### src/source/adamnet_pkg.sv
`default_nettype none

package adamnet_pkg;

  // PCB layout
  typedef enum logic [1:0] {
    PCB_CMD_STAT = 2'd0,
    PCB_BA_LO    = 2'd1,
    PCB_BA_HI    = 2'd2,
    PCB_MAX_DCB  = 2'd3
  } pcb_off_e;
  localparam int PCB_SIZE = 4;

  // DCB layout, byte offsets inside one block
  typedef enum logic [4:0] {
    DCB_CMD_STAT   = 5'd0,
    DCB_BA_LO      = 5'd1,
    DCB_BA_HI      = 5'd2,
    DCB_BUF_LEN_LO = 5'd3,
    DCB_BUF_LEN_HI = 5'd4,
    DCB_SEC_NUM_0  = 5'd5,
    DCB_SEC_NUM_1  = 5'd6,
    DCB_SEC_NUM_2  = 5'd7,
    DCB_SEC_NUM_3  = 5'd8,
    DCB_DEV_NUM    = 5'd9,
    DCB_ADD_CODE   = 5'd16,
    DCB_MAXL_LO    = 5'd17,
    DCB_MAXL_HI    = 5'd18,
    DCB_DEV_TYPE   = 5'd19,
    DCB_NODE_TYPE  = 5'd20
  } dcb_off_e;
  localparam int DCB_SIZE = 21;
  localparam int NUM_DCB  = 15;

  typedef enum logic [7:0] {CMD_SYNC1 = 8'h01, CMD_SYNC2 = 8'h02} pcb_cmd_e;
  typedef enum logic [7:0] {
    CMD_STATUS     = 8'h01,
    CMD_SOFT_RESET = 8'h02,
    CMD_READ       = 8'h04
  } dcb_cmd_e;
  typedef enum logic [7:0] {RSP_STATUS = 8'h80} rsp_e;

  localparam int DISK_BUF_MIN = 1024; // Disk transfers never shorter
  localparam int SECTOR_BYTES = 512;

  // How mem_port builds the RAM address
  typedef enum logic [1:0] {SPACE_PCB, SPACE_DCB, SPACE_ABS} mem_space_e;

  typedef logic [3:0] dev_t; // DCB index

  localparam logic [15:0] PCB_BASE_INIT = 16'hFEC0;

  // ADAM disk interleave of the low 3 sector bits
  function automatic logic [2:0] interleave(input logic [2:0] sec);
    case (sec)
      3'd0:    interleave = 3'd0;
      3'd1:    interleave = 3'd5;
      3'd2:    interleave = 3'd2;
      3'd3:    interleave = 3'd7;
      3'd4:    interleave = 3'd4;
      3'd5:    interleave = 3'd1;
      3'd6:    interleave = 3'd6;
      default: interleave = 3'd3;
    endcase
  endfunction

endpackage

`default_nettype wire

### src/source/adamnet_mem_if.sv
`default_nettype none

// One byte access toward ADAM memory
interface adamnet_mem_if;
  logic                     req;      // Level, held until done
  logic                     wr;       // 1 write, 0 read
  adamnet_pkg::mem_space_e  space;
  adamnet_pkg::dev_t        dev;      // DCB index for SPACE_DCB
  logic [4:0]               offset;   // Field offset in PCB or DCB
  logic [15:0]              abs_addr; // Used for SPACE_ABS only
  logic [7:0]               wdata;
  logic [7:0]               rdata;    // Valid with done
  logic                     done;     // Single cycle

  modport requester (output req, wr, space, dev, offset, abs_addr, wdata,
                     input rdata, done);
  modport port (input req, wr, space, dev, offset, abs_addr, wdata,
                output rdata, done);
endinterface

`default_nettype wire

### src/source/adamnet_disk_xfer.sv
`default_nettype none

module adamnet_disk_xfer (
  input  logic             clk_i,
  input  logic             adam_reset_pcb_n_i,
  input  logic             start,
  input  logic [15:0]      buf_addr,
  input  logic [31:0]      sector,
  input  logic [15:0]      length,
  output logic             busy,
  output logic [31:0]      disk_sector,
  output logic             disk_load,
  output logic [8:0]       disk_addr,
  output logic             disk_flush,
  input  logic             disk_sector_loaded,
  input  logic [7:0]       disk_data,
  adamnet_mem_if.requester mem
);
  import adamnet_pkg::*;

  typedef enum logic [2:0] {X_IDLE, X_LOAD, X_NEXT, X_CAP, X_WRITE} state_e;

  state_e      state;
  logic [31:0] sec_q;    // Logical sector before interleave
  logic [15:0] addr_q;   // Next ADAM address
  logic [15:0] remain;   // Bytes still to copy
  logic [9:0]  byte_q;   // Byte in block where 512 means block done
  logic        req_q;
  logic [7:0]  wdata_q;

  assign busy        = (state != X_IDLE);
  assign disk_load   = (state == X_LOAD);
  assign disk_sector = {sec_q[31:3], interleave(sec_q[2:0])};
  assign disk_addr   = byte_q[8:0];

  assign mem.req      = req_q;
  assign mem.wr       = 1'b1;     // Disk READ only writes RAM
  assign mem.space    = SPACE_ABS;
  assign mem.dev      = '0;
  assign mem.offset   = '0;
  assign mem.abs_addr = addr_q;
  assign mem.wdata    = wdata_q;

  always_ff @(posedge clk_i) begin
    disk_flush <= 1'b0;
    case (state)
      X_IDLE: begin
        if (start) begin
          sec_q  <= sector;
          addr_q <= buf_addr;
          remain <= length;
          state  <= X_LOAD;
        end
      end
      X_LOAD: begin
        if (disk_sector_loaded) begin
          byte_q <= '0;
          state  <= X_NEXT; // disk_addr settles here
        end
      end
      X_NEXT: begin
        if (remain == 16'd0) begin
          disk_flush <= 1'b1;
          state      <= X_IDLE;
        end else if (byte_q == 10'(SECTOR_BYTES)) begin
          disk_flush <= 1'b1; // Next sector after a full block
          sec_q      <= sec_q + 32'd1;
          state      <= X_LOAD;
        end else begin
          state <= X_CAP;
        end
      end
      X_CAP: begin // disk_data valid one cycle after disk_addr
        wdata_q <= disk_data;
        req_q   <= 1'b1;
        state   <= X_WRITE;
      end
      X_WRITE: begin
        if (mem.done) begin
          req_q  <= 1'b0;
          addr_q <= addr_q + 16'd1;
          byte_q <= byte_q + 10'd1;
          remain <= remain - 16'd1;
          state  <= X_NEXT;
        end
      end
      default: state <= X_IDLE;
    endcase
    if (!adam_reset_pcb_n_i) begin
      state      <= X_IDLE;
      req_q      <= 1'b0;
      disk_flush <= 1'b0;
    end
  end

  // Port answers only a pending write and never during a sector load
  a_load_vs_req: assert property (@(posedge clk_i) disable iff (!adam_reset_pcb_n_i)
    mem.done |-> (mem.req && !disk_load));

endmodule

`default_nettype wire

### src/source/adamnet_dispatch.sv
`default_nettype none

module adamnet_dispatch #(
  parameter int          num_disks = 1,
  parameter logic [15:0] pcb_base  = adamnet_pkg::PCB_BASE_INIT
) (
  input  logic                 clk_i,
  input  logic                 adam_reset_pcb_n_i,
  input  logic                 ev_valid,
  input  logic                 ev_pcb,
  input  adamnet_pkg::dev_t    ev_dev,
  input  logic [7:0]           ev_data,
  input  logic [num_disks-1:0] disk_present,
  adamnet_mem_if.requester     mem,
  output logic                 idle,
  output logic                 adamnet_wait_n,
  output logic                 xfer_start,
  output logic [15:0]          xfer_buf_addr,
  output logic [31:0]          xfer_sector,
  output logic [15:0]          xfer_length,
  input  logic                 xfer_busy
);
  import adamnet_pkg::*;

  typedef enum logic [3:0] {
    S_SETUP, S_INIT_DCB, S_INIT_NEXT, S_IDLE, S_MEM, S_DEV, S_NODE,
    S_DISK_CMD, S_STATUS, S_RD_PARAM, S_RD_STORE, S_XFER_START, S_XFER_WAIT
  } state_e;

  state_e      state, ret_q;
  logic [4:0]  step;
  logic        req_q, wr_q;
  mem_space_e  space_q;
  dev_t        dev_q;
  logic [4:0]  off_q;
  logic [7:0]  wdata_q, rdata_q;
  logic [7:0]  cmd_q;      // Command byte from the event
  logic [1:0]  disk_q;     // Disk index, DEV_NUM - 4
  logic [3:0]  present_ext;
  logic [63:0] prm_q;      // SEC_NUM_3..0, BUF_LEN, BA as read from the DCB
  logic [4:0]  st_off;
  logic [7:0]  st_val;

  assign mem.req      = req_q;
  assign mem.wr       = wr_q;
  assign mem.space    = space_q;
  assign mem.dev      = dev_q;
  assign mem.offset   = off_q;
  assign mem.abs_addr = '0;  // Only table accesses from here
  assign mem.wdata    = wdata_q;

  assign idle           = (state == S_IDLE);
  assign adamnet_wait_n = (state == S_IDLE); // Z80 may issue next command
  assign present_ext    = 4'(disk_present);

  assign xfer_start    = (state == S_XFER_START);
  assign xfer_buf_addr = prm_q[15:0];
  assign xfer_sector   = prm_q[63:32];
  assign xfer_length   = (prm_q[31:16] < 16'(DISK_BUF_MIN)) ? 16'(DISK_BUF_MIN) : prm_q[31:16];

  // STATUS reply, four DCB writes
  always_comb begin
    case (step[1:0])
      2'd0:    begin st_off = DCB_CMD_STAT; st_val = RSP_STATUS; end
      2'd1:    begin st_off = DCB_MAXL_LO;  st_val = 8'h00;      end
      2'd2:    begin st_off = DCB_MAXL_HI;  st_val = 8'h04;      end // 1 KB blocks
      default: begin st_off = DCB_DEV_TYPE; st_val = 8'h01;      end // Block device
    endcase
  end

  // Start a memory access and come back to ret
  task automatic issue(input logic w, input mem_space_e sp, input logic [4:0] off,
                       input logic [7:0] data, input state_e ret);
    req_q   <= 1'b1;
    wr_q    <= w;
    space_q <= sp;
    off_q   <= off;
    wdata_q <= data;
    ret_q   <= ret;
    state   <= S_MEM;
  endtask

  always_ff @(posedge clk_i) begin
    case (state)
      S_SETUP: begin
        step <= step + 5'd1;
        case (step[1:0])
          2'd0: issue(1'b1, SPACE_PCB, 5'(PCB_BA_LO), pcb_base[7:0], S_SETUP);
          2'd1: issue(1'b1, SPACE_PCB, 5'(PCB_BA_HI), pcb_base[15:8], S_SETUP);
          default: begin
            issue(1'b1, SPACE_PCB, 5'(PCB_MAX_DCB), 8'(NUM_DCB), S_INIT_DCB);
            step  <= '0;
            dev_q <= '0;
          end
        endcase
      end
      S_INIT_DCB: begin
        if (!step[0]) begin
          issue(1'b1, SPACE_DCB, DCB_DEV_NUM, 8'h00, S_INIT_DCB);
          step <= 5'd1;
        end else begin
          issue(1'b1, SPACE_DCB, DCB_ADD_CODE, {4'h0, dev_q}, S_INIT_NEXT);
        end
      end
      S_INIT_NEXT: begin
        step <= '0;
        if (dev_q == dev_t'(NUM_DCB - 1)) state <= S_IDLE;
        else begin
          dev_q <= dev_q + 4'd1;
          state <= S_INIT_DCB;
        end
      end
      S_IDLE: begin
        if (ev_valid) begin
          cmd_q <= ev_data;
          dev_q <= ev_dev;
          if (!ev_pcb) issue(1'b0, SPACE_DCB, DCB_DEV_NUM, 8'h00, S_DEV);
          else if (ev_data == CMD_SYNC1 || ev_data == CMD_SYNC2)
            issue(1'b1, SPACE_PCB, 5'(PCB_CMD_STAT), 8'(RSP_STATUS) | ev_data, S_IDLE);
        end
      end
      S_MEM: begin
        if (mem.done) begin
          req_q   <= 1'b0;      // Low in the cycle after done
          rdata_q <= mem.rdata;
          state   <= ret_q;
        end
      end
      S_DEV: begin // rdata_q holds DEV_NUM
        disk_q <= rdata_q[1:0];
        if (rdata_q[7:2] == 6'd1 && int'(rdata_q[1:0]) < num_disks) begin
          if (cmd_q[7]) issue(1'b1, SPACE_DCB, DCB_CMD_STAT, RSP_STATUS, S_IDLE);
          else issue(1'b0, SPACE_DCB, DCB_NODE_TYPE, 8'h00, S_NODE);
        end else begin
          issue(1'b1, SPACE_DCB, DCB_CMD_STAT, 8'h00, S_IDLE); // Unknown device
        end
      end
      S_NODE: issue(1'b1, SPACE_DCB, DCB_NODE_TYPE,
                    {rdata_q[7:4], 2'b00, present_ext[disk_q] ? 2'b00 : 2'b11}, S_DISK_CMD);
      S_DISK_CMD: begin
        step <= '0;
        case (cmd_q)
          CMD_STATUS:     state <= S_STATUS;
          CMD_SOFT_RESET: issue(1'b1, SPACE_DCB, DCB_CMD_STAT, RSP_STATUS, S_IDLE);
          CMD_READ:       issue(1'b1, SPACE_DCB, DCB_CMD_STAT, 8'h00, S_RD_PARAM); // Busy
          default:        state <= S_IDLE;
        endcase
      end
      S_STATUS: begin
        step <= step + 5'd1;
        if (step[1:0] == 2'd3) issue(1'b1, SPACE_DCB, st_off, st_val, S_IDLE);
        else issue(1'b1, SPACE_DCB, st_off, st_val, S_STATUS);
      end
      S_RD_PARAM: issue(1'b0, SPACE_DCB, 5'(DCB_BA_LO + step), 8'h00, S_RD_STORE);
      S_RD_STORE: begin // Fields BA_LO..SEC_NUM_3 are consecutive
        prm_q[step[2:0]*8 +: 8] <= rdata_q;
        step                    <= step + 5'd1;
        state                   <= (step[2:0] == 3'd7) ? S_XFER_START : S_RD_PARAM;
      end
      S_XFER_START: state <= S_XFER_WAIT; // xfer_busy is up next cycle
      S_XFER_WAIT:  if (!xfer_busy) state <= S_IDLE;
      default:      state <= S_IDLE;
    endcase
    if (!adam_reset_pcb_n_i) begin
      state <= S_SETUP; // Table setup runs after every reset
      step  <= '0;
      req_q <= 1'b0;
    end
  end

  // Snoop only offers commands when this FSM can take them
  a_ev_when_idle: assert property (@(posedge clk_i) disable iff (!adam_reset_pcb_n_i)
    ev_valid |-> idle);

endmodule

`default_nettype wire

### src/source/adamnet_mem_port.sv
`default_nettype none

module adamnet_mem_port #(
  parameter logic [15:0] pcb_base = adamnet_pkg::PCB_BASE_INIT
) (
  input  logic        clk_i,
  input  logic        adam_reset_pcb_n_i,
  adamnet_mem_if.port cmd,
  adamnet_mem_if.port xfer,
  output logic [15:0] ramb_addr,
  output logic        ramb_wr,
  output logic        ramb_rd,
  output logic [7:0]  ramb_dout,
  input  logic [7:0]  ramb_din,
  input  logic        ramb_wr_ack,
  input  logic        ramb_rd_ack
);
  import adamnet_pkg::*;

  typedef enum logic [1:0] {P_IDLE, P_ACCESS, P_DONE} state_e;

  localparam logic [15:0] DCB_BASE = 16'(pcb_base + PCB_SIZE);

  state_e      state;
  logic        owner_xfer; // Which requester is being served
  logic        sel_wr;
  mem_space_e  sel_space;
  dev_t        sel_dev;
  logic [4:0]  sel_off;
  logic [15:0] sel_abs;
  logic [15:0] addr_c;
  logic [7:0]  rdata_q;

  // Requesters are never active together
  assign sel_wr    = xfer.req ? xfer.wr       : cmd.wr;
  assign sel_space = xfer.req ? xfer.space    : cmd.space;
  assign sel_dev   = xfer.req ? xfer.dev      : cmd.dev;
  assign sel_off   = xfer.req ? xfer.offset   : cmd.offset;
  assign sel_abs   = xfer.req ? xfer.abs_addr : cmd.abs_addr;

  always_comb begin
    case (sel_space)
      SPACE_PCB: addr_c = pcb_base + 16'(sel_off);
      SPACE_DCB: addr_c = DCB_BASE + 16'(sel_dev * DCB_SIZE) + 16'(sel_off);
      default:   addr_c = sel_abs;
    endcase
  end

  assign cmd.rdata  = rdata_q;
  assign xfer.rdata = rdata_q;
  assign cmd.done   = (state == P_DONE) && !owner_xfer;
  assign xfer.done  = (state == P_DONE) && owner_xfer;

  always_ff @(posedge clk_i) begin
    case (state)
      P_IDLE: begin
        if (cmd.req || xfer.req) begin
          owner_xfer <= xfer.req;
          ramb_addr  <= addr_c;
          ramb_dout  <= xfer.req ? xfer.wdata : cmd.wdata;
          ramb_wr    <= sel_wr;
          ramb_rd    <= !sel_wr;
          state      <= P_ACCESS;
        end
      end
      P_ACCESS: begin // Strobe held until RAM acks
        if ((ramb_wr && ramb_wr_ack) || (ramb_rd && ramb_rd_ack)) begin
          ramb_wr <= 1'b0;
          ramb_rd <= 1'b0;
          rdata_q <= ramb_din;
          state   <= P_DONE;
        end
      end
      default: state <= P_IDLE; // Requester drops req during done
    endcase
    if (!adam_reset_pcb_n_i) begin
      state   <= P_IDLE;
      ramb_wr <= 1'b0;
      ramb_rd <= 1'b0;
    end
  end

  a_one_requester: assert property (@(posedge clk_i) disable iff (!adam_reset_pcb_n_i)
    !(cmd.req && xfer.req));

endmodule

`default_nettype wire

### src/source/adamnet_snoop.sv
`default_nettype none

module adamnet_snoop #(
  parameter logic [15:0] pcb_base = adamnet_pkg::PCB_BASE_INIT
) (
  input  logic              clk_i,
  input  logic              adam_reset_pcb_n_i,
  input  logic              z80_wr,
  input  logic [15:0]       z80_addr,
  input  logic [7:0]        z80_data_wr,
  input  logic              idle,          // Dispatch can take an event
  output logic              ev_valid,
  output logic              ev_pcb,        // Event is for the PCB
  output adamnet_pkg::dev_t ev_dev,
  output logic [7:0]        ev_data,
  output logic              adamnet_sel_n
);
  import adamnet_pkg::*;

  logic [15:0] addr_last;
  logic        wr_last;
  logic        pcb_hit;
  logic        dcb_hit;
  dev_t        hit_dev;
  logic        fresh;

  assign pcb_hit = (z80_addr == pcb_base); // PCB command byte itself

  // Command byte of DCB 1..14
  always_comb begin
    dcb_hit = 1'b0;
    hit_dev = '0;
    for (int i = 1; i < NUM_DCB; i++) begin
      if (z80_addr == 16'(pcb_base + PCB_SIZE + i * DCB_SIZE)) begin
        dcb_hit = 1'b1;
        hit_dev = dev_t'(i);
      end
    end
  end

  // Bus moved since last capture; one event at a time
  assign fresh = idle && !ev_valid && (z80_addr != addr_last || z80_wr != wr_last);

  always_ff @(posedge clk_i) begin
    ev_valid      <= 1'b0;
    adamnet_sel_n <= ~dcb_hit; // Independent of busy state
    if (fresh) begin
      addr_last <= z80_addr;
      wr_last   <= z80_wr;
      if (z80_wr && (pcb_hit || dcb_hit)) begin
        ev_valid <= 1'b1;
        ev_pcb   <= pcb_hit;
        ev_dev   <= hit_dev;
        ev_data  <= z80_data_wr; // Command byte written by Z80
      end
    end
    if (!adam_reset_pcb_n_i) begin
      ev_valid      <= 1'b0;
      adamnet_sel_n <= 1'b1;
      addr_last     <= '1;  // Nothing seen yet
      wr_last       <= 1'b0;
    end
  end

endmodule

`default_nettype wire

### src/source/adamnet_top.sv
`default_nettype none

module adamnet_top #(
  parameter int          num_disks = 1,
  parameter logic [15:0] pcb_base  = adamnet_pkg::PCB_BASE_INIT
) (
  input  logic                 clk_i,
  input  logic                 adam_reset_pcb_n_i,
  input  logic                 z80_wr,
  input  logic [15:0]          z80_addr,
  input  logic [7:0]           z80_data_wr,
  input  logic [num_disks-1:0] disk_present,
  input  logic                 disk_sector_loaded,
  input  logic [7:0]           disk_data,
  input  logic [7:0]           ramb_din,
  input  logic                 ramb_wr_ack,
  input  logic                 ramb_rd_ack,
  output logic [15:0]          ramb_addr,
  output logic                 ramb_wr,
  output logic                 ramb_rd,
  output logic [7:0]           ramb_dout,
  output logic [31:0]          disk_sector,
  output logic                 disk_load,
  output logic [8:0]           disk_addr,
  output logic                 disk_flush,
  output logic                 adamnet_wait_n,
  output logic                 adamnet_sel_n
);
  import adamnet_pkg::*;

  logic        ev_valid, ev_pcb, idle;
  dev_t        ev_dev;
  logic [7:0]  ev_data;
  logic        xfer_start, xfer_busy;
  logic [15:0] xfer_buf_addr, xfer_length;
  logic [31:0] xfer_sector;

  adamnet_mem_if mem_cmd ();  // Table accesses
  adamnet_mem_if mem_xfer (); // Sector data

  adamnet_snoop #(.pcb_base(pcb_base)) i_snoop (
    .clk_i, .adam_reset_pcb_n_i, .z80_wr, .z80_addr, .z80_data_wr,
    .idle, .ev_valid, .ev_pcb, .ev_dev, .ev_data, .adamnet_sel_n
  );

  adamnet_dispatch #(.num_disks(num_disks), .pcb_base(pcb_base)) i_dispatch (
    .clk_i, .adam_reset_pcb_n_i, .ev_valid, .ev_pcb, .ev_dev, .ev_data,
    .disk_present, .mem(mem_cmd.requester), .idle, .adamnet_wait_n,
    .xfer_start, .xfer_buf_addr, .xfer_sector, .xfer_length, .xfer_busy
  );

  adamnet_disk_xfer i_disk_xfer (
    .clk_i, .adam_reset_pcb_n_i,
    .start(xfer_start), .buf_addr(xfer_buf_addr), .sector(xfer_sector),
    .length(xfer_length), .busy(xfer_busy),
    .disk_sector, .disk_load, .disk_addr, .disk_flush,
    .disk_sector_loaded, .disk_data, .mem(mem_xfer.requester)
  );

  adamnet_mem_port #(.pcb_base(pcb_base)) i_mem_port (
    .clk_i, .adam_reset_pcb_n_i,
    .cmd(mem_cmd.port), .xfer(mem_xfer.port),
    .ramb_addr, .ramb_wr, .ramb_rd, .ramb_dout,
    .ramb_din, .ramb_wr_ack, .ramb_rd_ack
  );

endmodule

`default_nettype wire
### config.mk
export PLATFORM = sky130hd
export DESIGN_NAME = adamnet_top
export DESIGN_NICKNAME = d
export VERILOG_FILES = /design/src/source/adamnet_pkg.sv /design/src/source/adamnet_mem_if.sv /design/src/source/adamnet_disk_xfer.sv /design/src/source/adamnet_dispatch.sv /design/src/source/adamnet_mem_port.sv /design/src/source/adamnet_snoop.sv /design/src/source/adamnet_top.sv
export SDC_FILE = /design/constraint.sdc
export NUM_CORES = 1
export LEC_CHECK = 0
export BUFFER_PORTS_ARGS = -buffer_cell sky130_fd_sc_hd__buf_2
export CORE_UTILIZATION = 45
export DETAILED_ROUTE_END_ITERATION = 10
export HOLD_SLACK_MARGIN = 0.02
export SYNTH_ARGS = -nofsm -noshare
export SYNTH_HDL_FRONTEND = slang
export SYNTH_SLANG_ARGS = --single-unit
### constraint.sdc
create_clock -name clk_i -period 7.4 [get_ports clk_i]
set_input_delay 1.11 -clock clk_i [delete_from_list [all_inputs] [get_ports clk_i]]
set_output_delay 1.11 -clock clk_i [all_outputs]
set_load 0.01 [all_outputs]
==> impl_metrics.yaml, run 1 <==
power:
  switching_share: 0.330
  powerDensity_mw_per_mm2: 331
  max-vdd-ir-drop_mv: 0.196
  power.internal_uw: 3550
  switchingPower_uw: 1750
  p_comb_frac: 0.313
  leakage_uw: 0.00592
  pwr-share-clk: 0.310
  p_total_uw: 5300
  seq_power_share: 0.376
synthesis:
  synth-xor-area-share: 0.0639
  synth_commonest_cells: "edfxtp_1 (233), nand2_1 (162), nor2_1 (91)"
  synth-seq-cells: 271
  yosysWarningCount: 0
  synth_cell_types: 91
  synth.most_common_cell: "edfxtp_1"
  syn-num-nets: 1412
  netlist_instances: 1334
  synth_edf_count: 233
  synth.cell_area_mm2: 0.0143
  ys.flop_type: "edfxtp_1"
  synthSimpleGateAreaFrac: 0.191
  yosysTopAreaCell: "edfxtp_1"
  synthDominantCellAreaShare: 0.491
  synthAdderAreaFrac: 0.0277
  synth-seq-area-share: 0.544
  async_reset_ff_frac: 0
  synthMuxAreaShare: 0.0190
  synth_top_family_by_area: "simple AND/OR/NAND/NOR gates"
  post_synth.cell_area_avg_um2: 10.7
  synthTopCellsByArea: "edfxtp_1 (49%), dfxtp_1 (5.3%), nand2_1 (4.3%), xnor2_1 (3.2%), o21ai_0 (3.1%)"
  synth-compound-area-share: 0.104
setup_path:
  cp.buffers_inverters: 1
  critical_path.top_delay_family: "adder cells"
  crit_fanout: 7
  crit_slowest_cell: "or4b_4"
  worst_setup_path_end_kind: "register"
  critPathArrivalTime_ns: 4.35
  cpMostUsedCell: "ha_1"
  crit_start: "i_dispatch.mem.dev[1]"
  crit_required_ns: 7.71
  crit_chain: "nor2b_1, ha_1, xnor2_2, inv_1, ha_1, ha_1, xor2_1, ha_1, o21a_1, o31a_2, o21bai_2, or4b_4, a311o_1"
  critical-path-max-stage-delay_ns: 0.51
  reg2reg_from: "i_dispatch.mem.dev[1]"
  critical_path_class: "reg -> reg"
  cp-start-kind: "register"
floorplanning:
  io_pins: 118
  die_w_um: 180
  dieArea_mm2: 0.0324
  core-area_mm2: 0.0309
  die_h_um: 180
  start_util: 0.461
  fp-row-count: 64
finish:
  layout-drive-gt1-share: 0.156
  syn_to_final_growth_pct: 12.4
  antenna_cells: 0
  fin_nets: 1479
  fin_cells: 1821
  final_area_mm2: 0.0160
place:
  dpl-instance-area_mm2: 0.0149
  dp_slack_ns: 3.39
  place_congestion: 0.893
  place_inst: 1765
  io_buffers: 117
  hpwl_um: 22600
sta:
  slew_violations: 0
  rsz0062_at_grt: "no"
  max_slew_margin: 0.227
  fmax_mhz: 248
  period_minus_slack_ns: 4.04
  finalCritPeriodShare: 0.546
  final-hold-violation-count: 0
  setup-tns-final_ns: 0
  setup_viol: 0
  skew_ns: 0.0101
  tightest_slew_ns: 1.15
  layout_setup_ws_ns: 3.36
clock_tree:
  cts_hold_buf: 0
  post-cts-setup-buffer-count: 0
  root_buffer: "clkbuf_16"
  cts_max_level: 1
  cts.sinks: 271
  clk_latency_ns: 0.56
  cts_buffer_depth: 3
  cts_made_buffers: 30
  cts-resized-gates: 0
  clk_pin_slew_ns: 0.06
  cts_tree: "done"
detailed_routing:
  wl_um: 32800
  drt_iter0_markers: 946
  viasPerCell: 5.57
  wire_per_inst_um: 18.0
  ant_nets: 0
  drc_errors: 0
  vias: 10134
  firstDrtPassIters: 7
grt:
  track_usage: 0.201
  grtUsageMet2: 0.326
  antenna_found_initial: 0
  grt_pass1_vias: 9732
  grt_overflow: 0
  grt.busiest_layer: "met2"
  grt_max_degree: 69
  met3_usage: 0.0255
  grt_first_pass_wirelength_um: 52500
  met1_usage: 0.284
run_status:
  run_status: "finished clean"
worst_hold_path:
  hold_class: "reg -> reg"
  hold_path_startpoint: "i_mem_port.cmd.rdata[5]"
run:
  max_cap_violations: 0
-- worst reg2reg max path, stage by stage, from the launching register on --
cell      delay [ns]
edfxtp_1        0.50
nor2b_1         0.21
ha_1            0.23
xnor2_2         0.31
inv_1           0.08
ha_1            0.33
ha_1            0.37
xor2_1          0.16
ha_1            0.32
o21a_1          0.12
o31a_2          0.13
o21bai_2        0.23
or4b_4          0.51
a311o_1         0.29
-- routing by layer --
| metal | share of wire | vias to the layer above |
|---|---|---|
| li1 | - | 4923 |
| met1 | 0.46 | 4853 |
| met2 | 0.46 | 305 |
| met3 | 0.060 | 53 |
| met4 | 0.023 | 0 |
| met5 | 0 | - |
-- power groups by stage --
stage	Combinational (µW)	Sequential [µW]	Clock [µW]
final	1660	2000	1650
after global routing	1840	2010	1740
after CTS	1640	2000	1670
after detailed placement	1630	2030	0
after global placement	1610	2030	0
after floorplan	1240	2010	0
-- kinds of logic after synthesis --
family / after synthesis
and+or+nand+nor: 531
DFF: 271
AOI/OAI and AO/OA: 234
buffers and inverters: 142
xor gates and xnor gates: 99
adders and majority gates: 31
muxes: 26
-- final cells by class --
| cell class | instances | area [µm²] |
|---|---|---|
| flip-flops and latches | 271 | 7760 |
| well taps | 396 | 495 |
| multi-input cells | 921 | 5820 |
| repair buffers | 128 | 668 |
| clock buffers | 34 | 786 |
| fillers | 2756 | 14900 |
| clock inverters | 22 | 319 |
| inverters | 49 | 184 |
-- cell usage in the layout, fill, tap and decap left out, types with 15 or more instances in the layout --
master | netlist | routed
nor3_1 | 37 | 36
a21oi_1 | 39 | 39
nor2b_1 | 16 | 16
mux2i_1 | 17 | 17
xor2_1 | 43 | 43
and2_1 | 71 | 71
inv_1 | 47 | 47
nand2b_1 | 17 | 17
nand2_1 | 162 | 161
clkbuf_16 | 0 | 30
nand4_1 | 16 | 16
ha_1 | 30 | 30
buf_2 | 1 | 117
o21ai_0 | 89 | 89
nor2_1 | 91 | 91
dfxtp_1 | 38 | 38
nand3_1 | 31 | 31
xnor2_1 | 52 | 52
and3_1 | 15 | 15
edfxtp_1 | 233 | 233
-- state kept, by name, indices dropped and copies added (netlist names), 5 cells and up --
name                      cells
i_snoop.addr_last            16
i_dispatch.mem.wdata          8
i_disk_xfer.mem.wdata         8
i_dispatch.prm_q             64
i_disk_xfer.byte_q           10
i_mem_port.ramb_addr         16
i_mem_port.cmd.rdata          8
i_snoop.ev_data               8
i_disk_xfer.remain           16
i_dispatch.cmd_q              8
i_disk_xfer.sec_q            32
i_mem_port.ramb_dout          8
i_dispatch.step               5
i_disk_xfer.mem.abs_addr     16
i_dispatch.mem.offset         5
i_dispatch.rdata_q            8
-- worst paths after layout --
path	cells after the start	to	slack (ns)
max	13	i_mem_port.ramb_addr[8]	3.36
max reg2reg	13	i_mem_port.ramb_addr[8]	3.36
min reg2reg	0	i_dispatch.rdata_q[5]	0.42
min	0	i_dispatch.rdata_q[5]	0.42
-- through the flow --
| stage | util | hold WS [ns] |
|---|---|---|
| after floorplan | - | 0.400 |
| final | 0.518 | 0.418 |
| after global placement | 0.483 | 0.401 |
| after detailed placement | 0.483 | 0.405 |
| after CTS | 0.518 | 0.420 |
| after global routing | 0.518 | 0.428 |
Note: power is estimated with default switching activity, not from simulation.
==> inputs of run 2 (changes only) <==
PLACE_DENSITY = 0.65   (was unset)
clock period = 3.61 ns   (was 7.4 ns; I/O delays follow)
==> impl_metrics.yaml, run 2 (synthesis results as in run 1) <==
detailed_routing:
  drt_iter0_markers: 917
  wl_um: 32900
  vias: 10289
  firstDrtPassIters: 9
  wire_per_inst_um: 17.8
  drc_errors: 0
  viasPerCell: 5.58
  ant_nets: 0
sta:
  setup_viol: 0
  finalCritPeriodShare: 0.957
  rsz0062_at_grt: "no"
  max_slew_margin: 0.341
  layout_setup_ws_ns: 0.157
  fmax_mhz: 290
  final-hold-violation-count: 0
  skew_ns: 0.0146
  period_minus_slack_ns: 3.45
  slew_violations: 0
  tightest_slew_ns: 0.980
finish:
  layout_common_cells: "edfxtp_1 (233), nand2_1 (161), buf_2 (117)"
  layout_commonest_cell: "edfxtp_1"
  fin_nets: 1502
  nFillCells: 2769
  final_area_mm2: 0.0162
  fin_cells: 1845
  largest_reg_flops: 64
  multi_input_area_mm2: 0.00589
  layout-drive-gt1-share: 0.179
  seq_area_mm2: 0.00776
  syn_to_final_growth_pct: 13.7
setup_path:
  r2r_cells: 12
  critical-path-max-stage-delay_ns: 0.50
  critical_path_class: "reg -> reg"
  cp-endpoint: "i_mem_port.ramb_addr[8]"
  crit_chain: "nor2b_1, ha_1, xnor2_2, inv_1, ha_4, a31o_2, ha_2, a31oi_4, xor3_2, nand2_2, or4b_4, a311o_1"
  critPathArrivalTime_ns: 3.75
  cp-start-kind: "register"
  crit_fanout: 5
  ff2ff_setup_slack_ns: 0.16
  crit_required_ns: 3.91
  r2r_end: "i_mem_port.ramb_addr[8]"
  crit_start: "i_dispatch.mem.dev[3]"
  crit_slowest_cell: "or4b_4"
  reg2reg_from: "i_dispatch.mem.dev[3]"
  worst_setup_path_end_kind: "register"
clock_tree:
  cts_buffer_depth: 3
  cts_tree: "done"
  cts_max_level: 1
  root_buffer: "clkbuf_16"
  cts.sinks: 271
  cts_hold_buf: 0
  cts_made_buffers: 30
  clk_latency_ns: 0.56
  clk_pin_slew_ns: 0.06
place:
  place_congestion: 0.900
  place_inst: 1786
  dpl-instance-area_mm2: 0.0151
  io_buffers: 117
  dp_slack_ns: 0.00359
  hpwl_um: 22700
floorplanning:
  dieArea_mm2: 0.0324
  core-area_mm2: 0.0309
  die_w_um: 180
  die_h_um: 180
  fp-row-count: 64
  start_util: 0.461
  io_pins: 118
run:
  max_cap_violations: 0
grt:
  track_usage: 0.201
  grt_overflow: 0
  grt_pass1_vias: 9708
  met3_usage: 0.0392
  met1_usage: 0.277
  grt_first_pass_wirelength_um: 52400
  grtUsageMet2: 0.323
  antenna_found_initial: 3
  grt_max_degree: 69
  grt.busiest_layer: "met2"
run_status:
  run_status: "finished clean"
power:
  leakage_uw: 0.00601
  max-vdd-ir-drop_mv: 0.381
  powerDensity_mw_per_mm2: 678
worst_hold_path:
  hold_class: "in -> reg"
## run 2: cell types whose count changed in the layout (fill, tap and decap cells not counted), moves of 2 or more
| cell | before | now |
|---|---|---|
| ha_1 | 30 | 27 |
| clkinv_1 | 4 | 2 |
| bufinv_16 | 7 | 5 |
| nor3_4 | 0 | 2 |
| clkbuf_8 | 2 | 0 |
| clkinv_2 | 4 | 8 |
| buf_4 | 11 | 34 |
| ha_4 | 0 | 2 |
| inv_6 | 0 | 2 |
## run 2: worst min-delay path by stage
| stage | start | end | slack, ns | cells past startpoint |
|---|---|---|---|---|
| 2_1_floorplan | i_mem_port.cmd.rdata[0] | i_dispatch.rdata_q[0] | 0.40 | 0 |
| 3_3_place_gp | i_mem_port.cmd.rdata[1] | i_dispatch.rdata_q[1] | 0.40 | 0 |
| 3_5_place_dp | i_mem_port.cmd.rdata[3] | i_dispatch.rdata_q[3] | 0.40 | 0 |
| 4_1_cts | ramb_din[7] | i_mem_port.cmd.rdata[7] | 0.13 | 1 |
| 5_1_grt | ramb_din[3] | i_mem_port.cmd.rdata[3] | 0.13 | 1 |
| 6_report | ramb_din[7] | i_mem_port.cmd.rdata[7] | 0.15 | 1 |
## run 2: per-stage QoR
step / TNS [ns] / hold slack, ns / power [µW] / util
after floorplan: -0.371 / 0.400 / 6680 / -
after global placement: 0 / 0.403 / 7530 / 0.488
after detailed placement: 0 / 0.405 / 7600 / 0.488
after CTS: 0 / 0.131 / 10800 / 0.522
after global routing: 0 / 0.128 / 11600 / 0.525
final: 0 / 0.152 / 11000 / 0.525
## run 2: cell type report
cell class,instances,share of cell area
timing repair buffer,151,0.0518
multi-input combinational,921,0.363
antenna,1,0.000154
inverter,49,0.0113
clock inverter,25,0.0181
sequential,271,0.478
clock buffer,31,0.0465
tap,396,0.0305
## run 2: per-layer routing
metal / routed length (µm) / up-vias
met2: 15200 / 311
li1: - / 4962
met1: 14700 / 4949
met5: 39 / -
met3: 2180 / 61
met4: 691 / 6
## run 2: worst max-delay path: cells and delay by family, from the launching register on
| kind | cells | cell delay [ns] |
|---|---|---|
| xor gates and xnor gates | 2 | 0.56 |
| and+or+nand+nor | 3 | 0.77 |
| AOI/OAI and AO/OA | 3 | 0.60 |
| DFF | 1 | 0.38 |
| buffers and inverters | 1 | 0.10 |
| adders and majority gates | 3 | 0.79 |
## run 2: report_power, final
part	switching, µW	internal, µW
Sequential	188	3880
Combinational	2180	1540
Clock	1320	1900
Total	3680	7310
## run 2: what timing repair did
| action | 4_1_cts | 5_1_grt |
|---|---|---|
| buffers inserted | 0 | 2 |
| resized for setup | 2 | 8 |
| pin swaps | 0 | 2 |
| endpoints found under the setup margin | 1 | 3 |
| endpoints found under the hold margin | 0 | 0 |
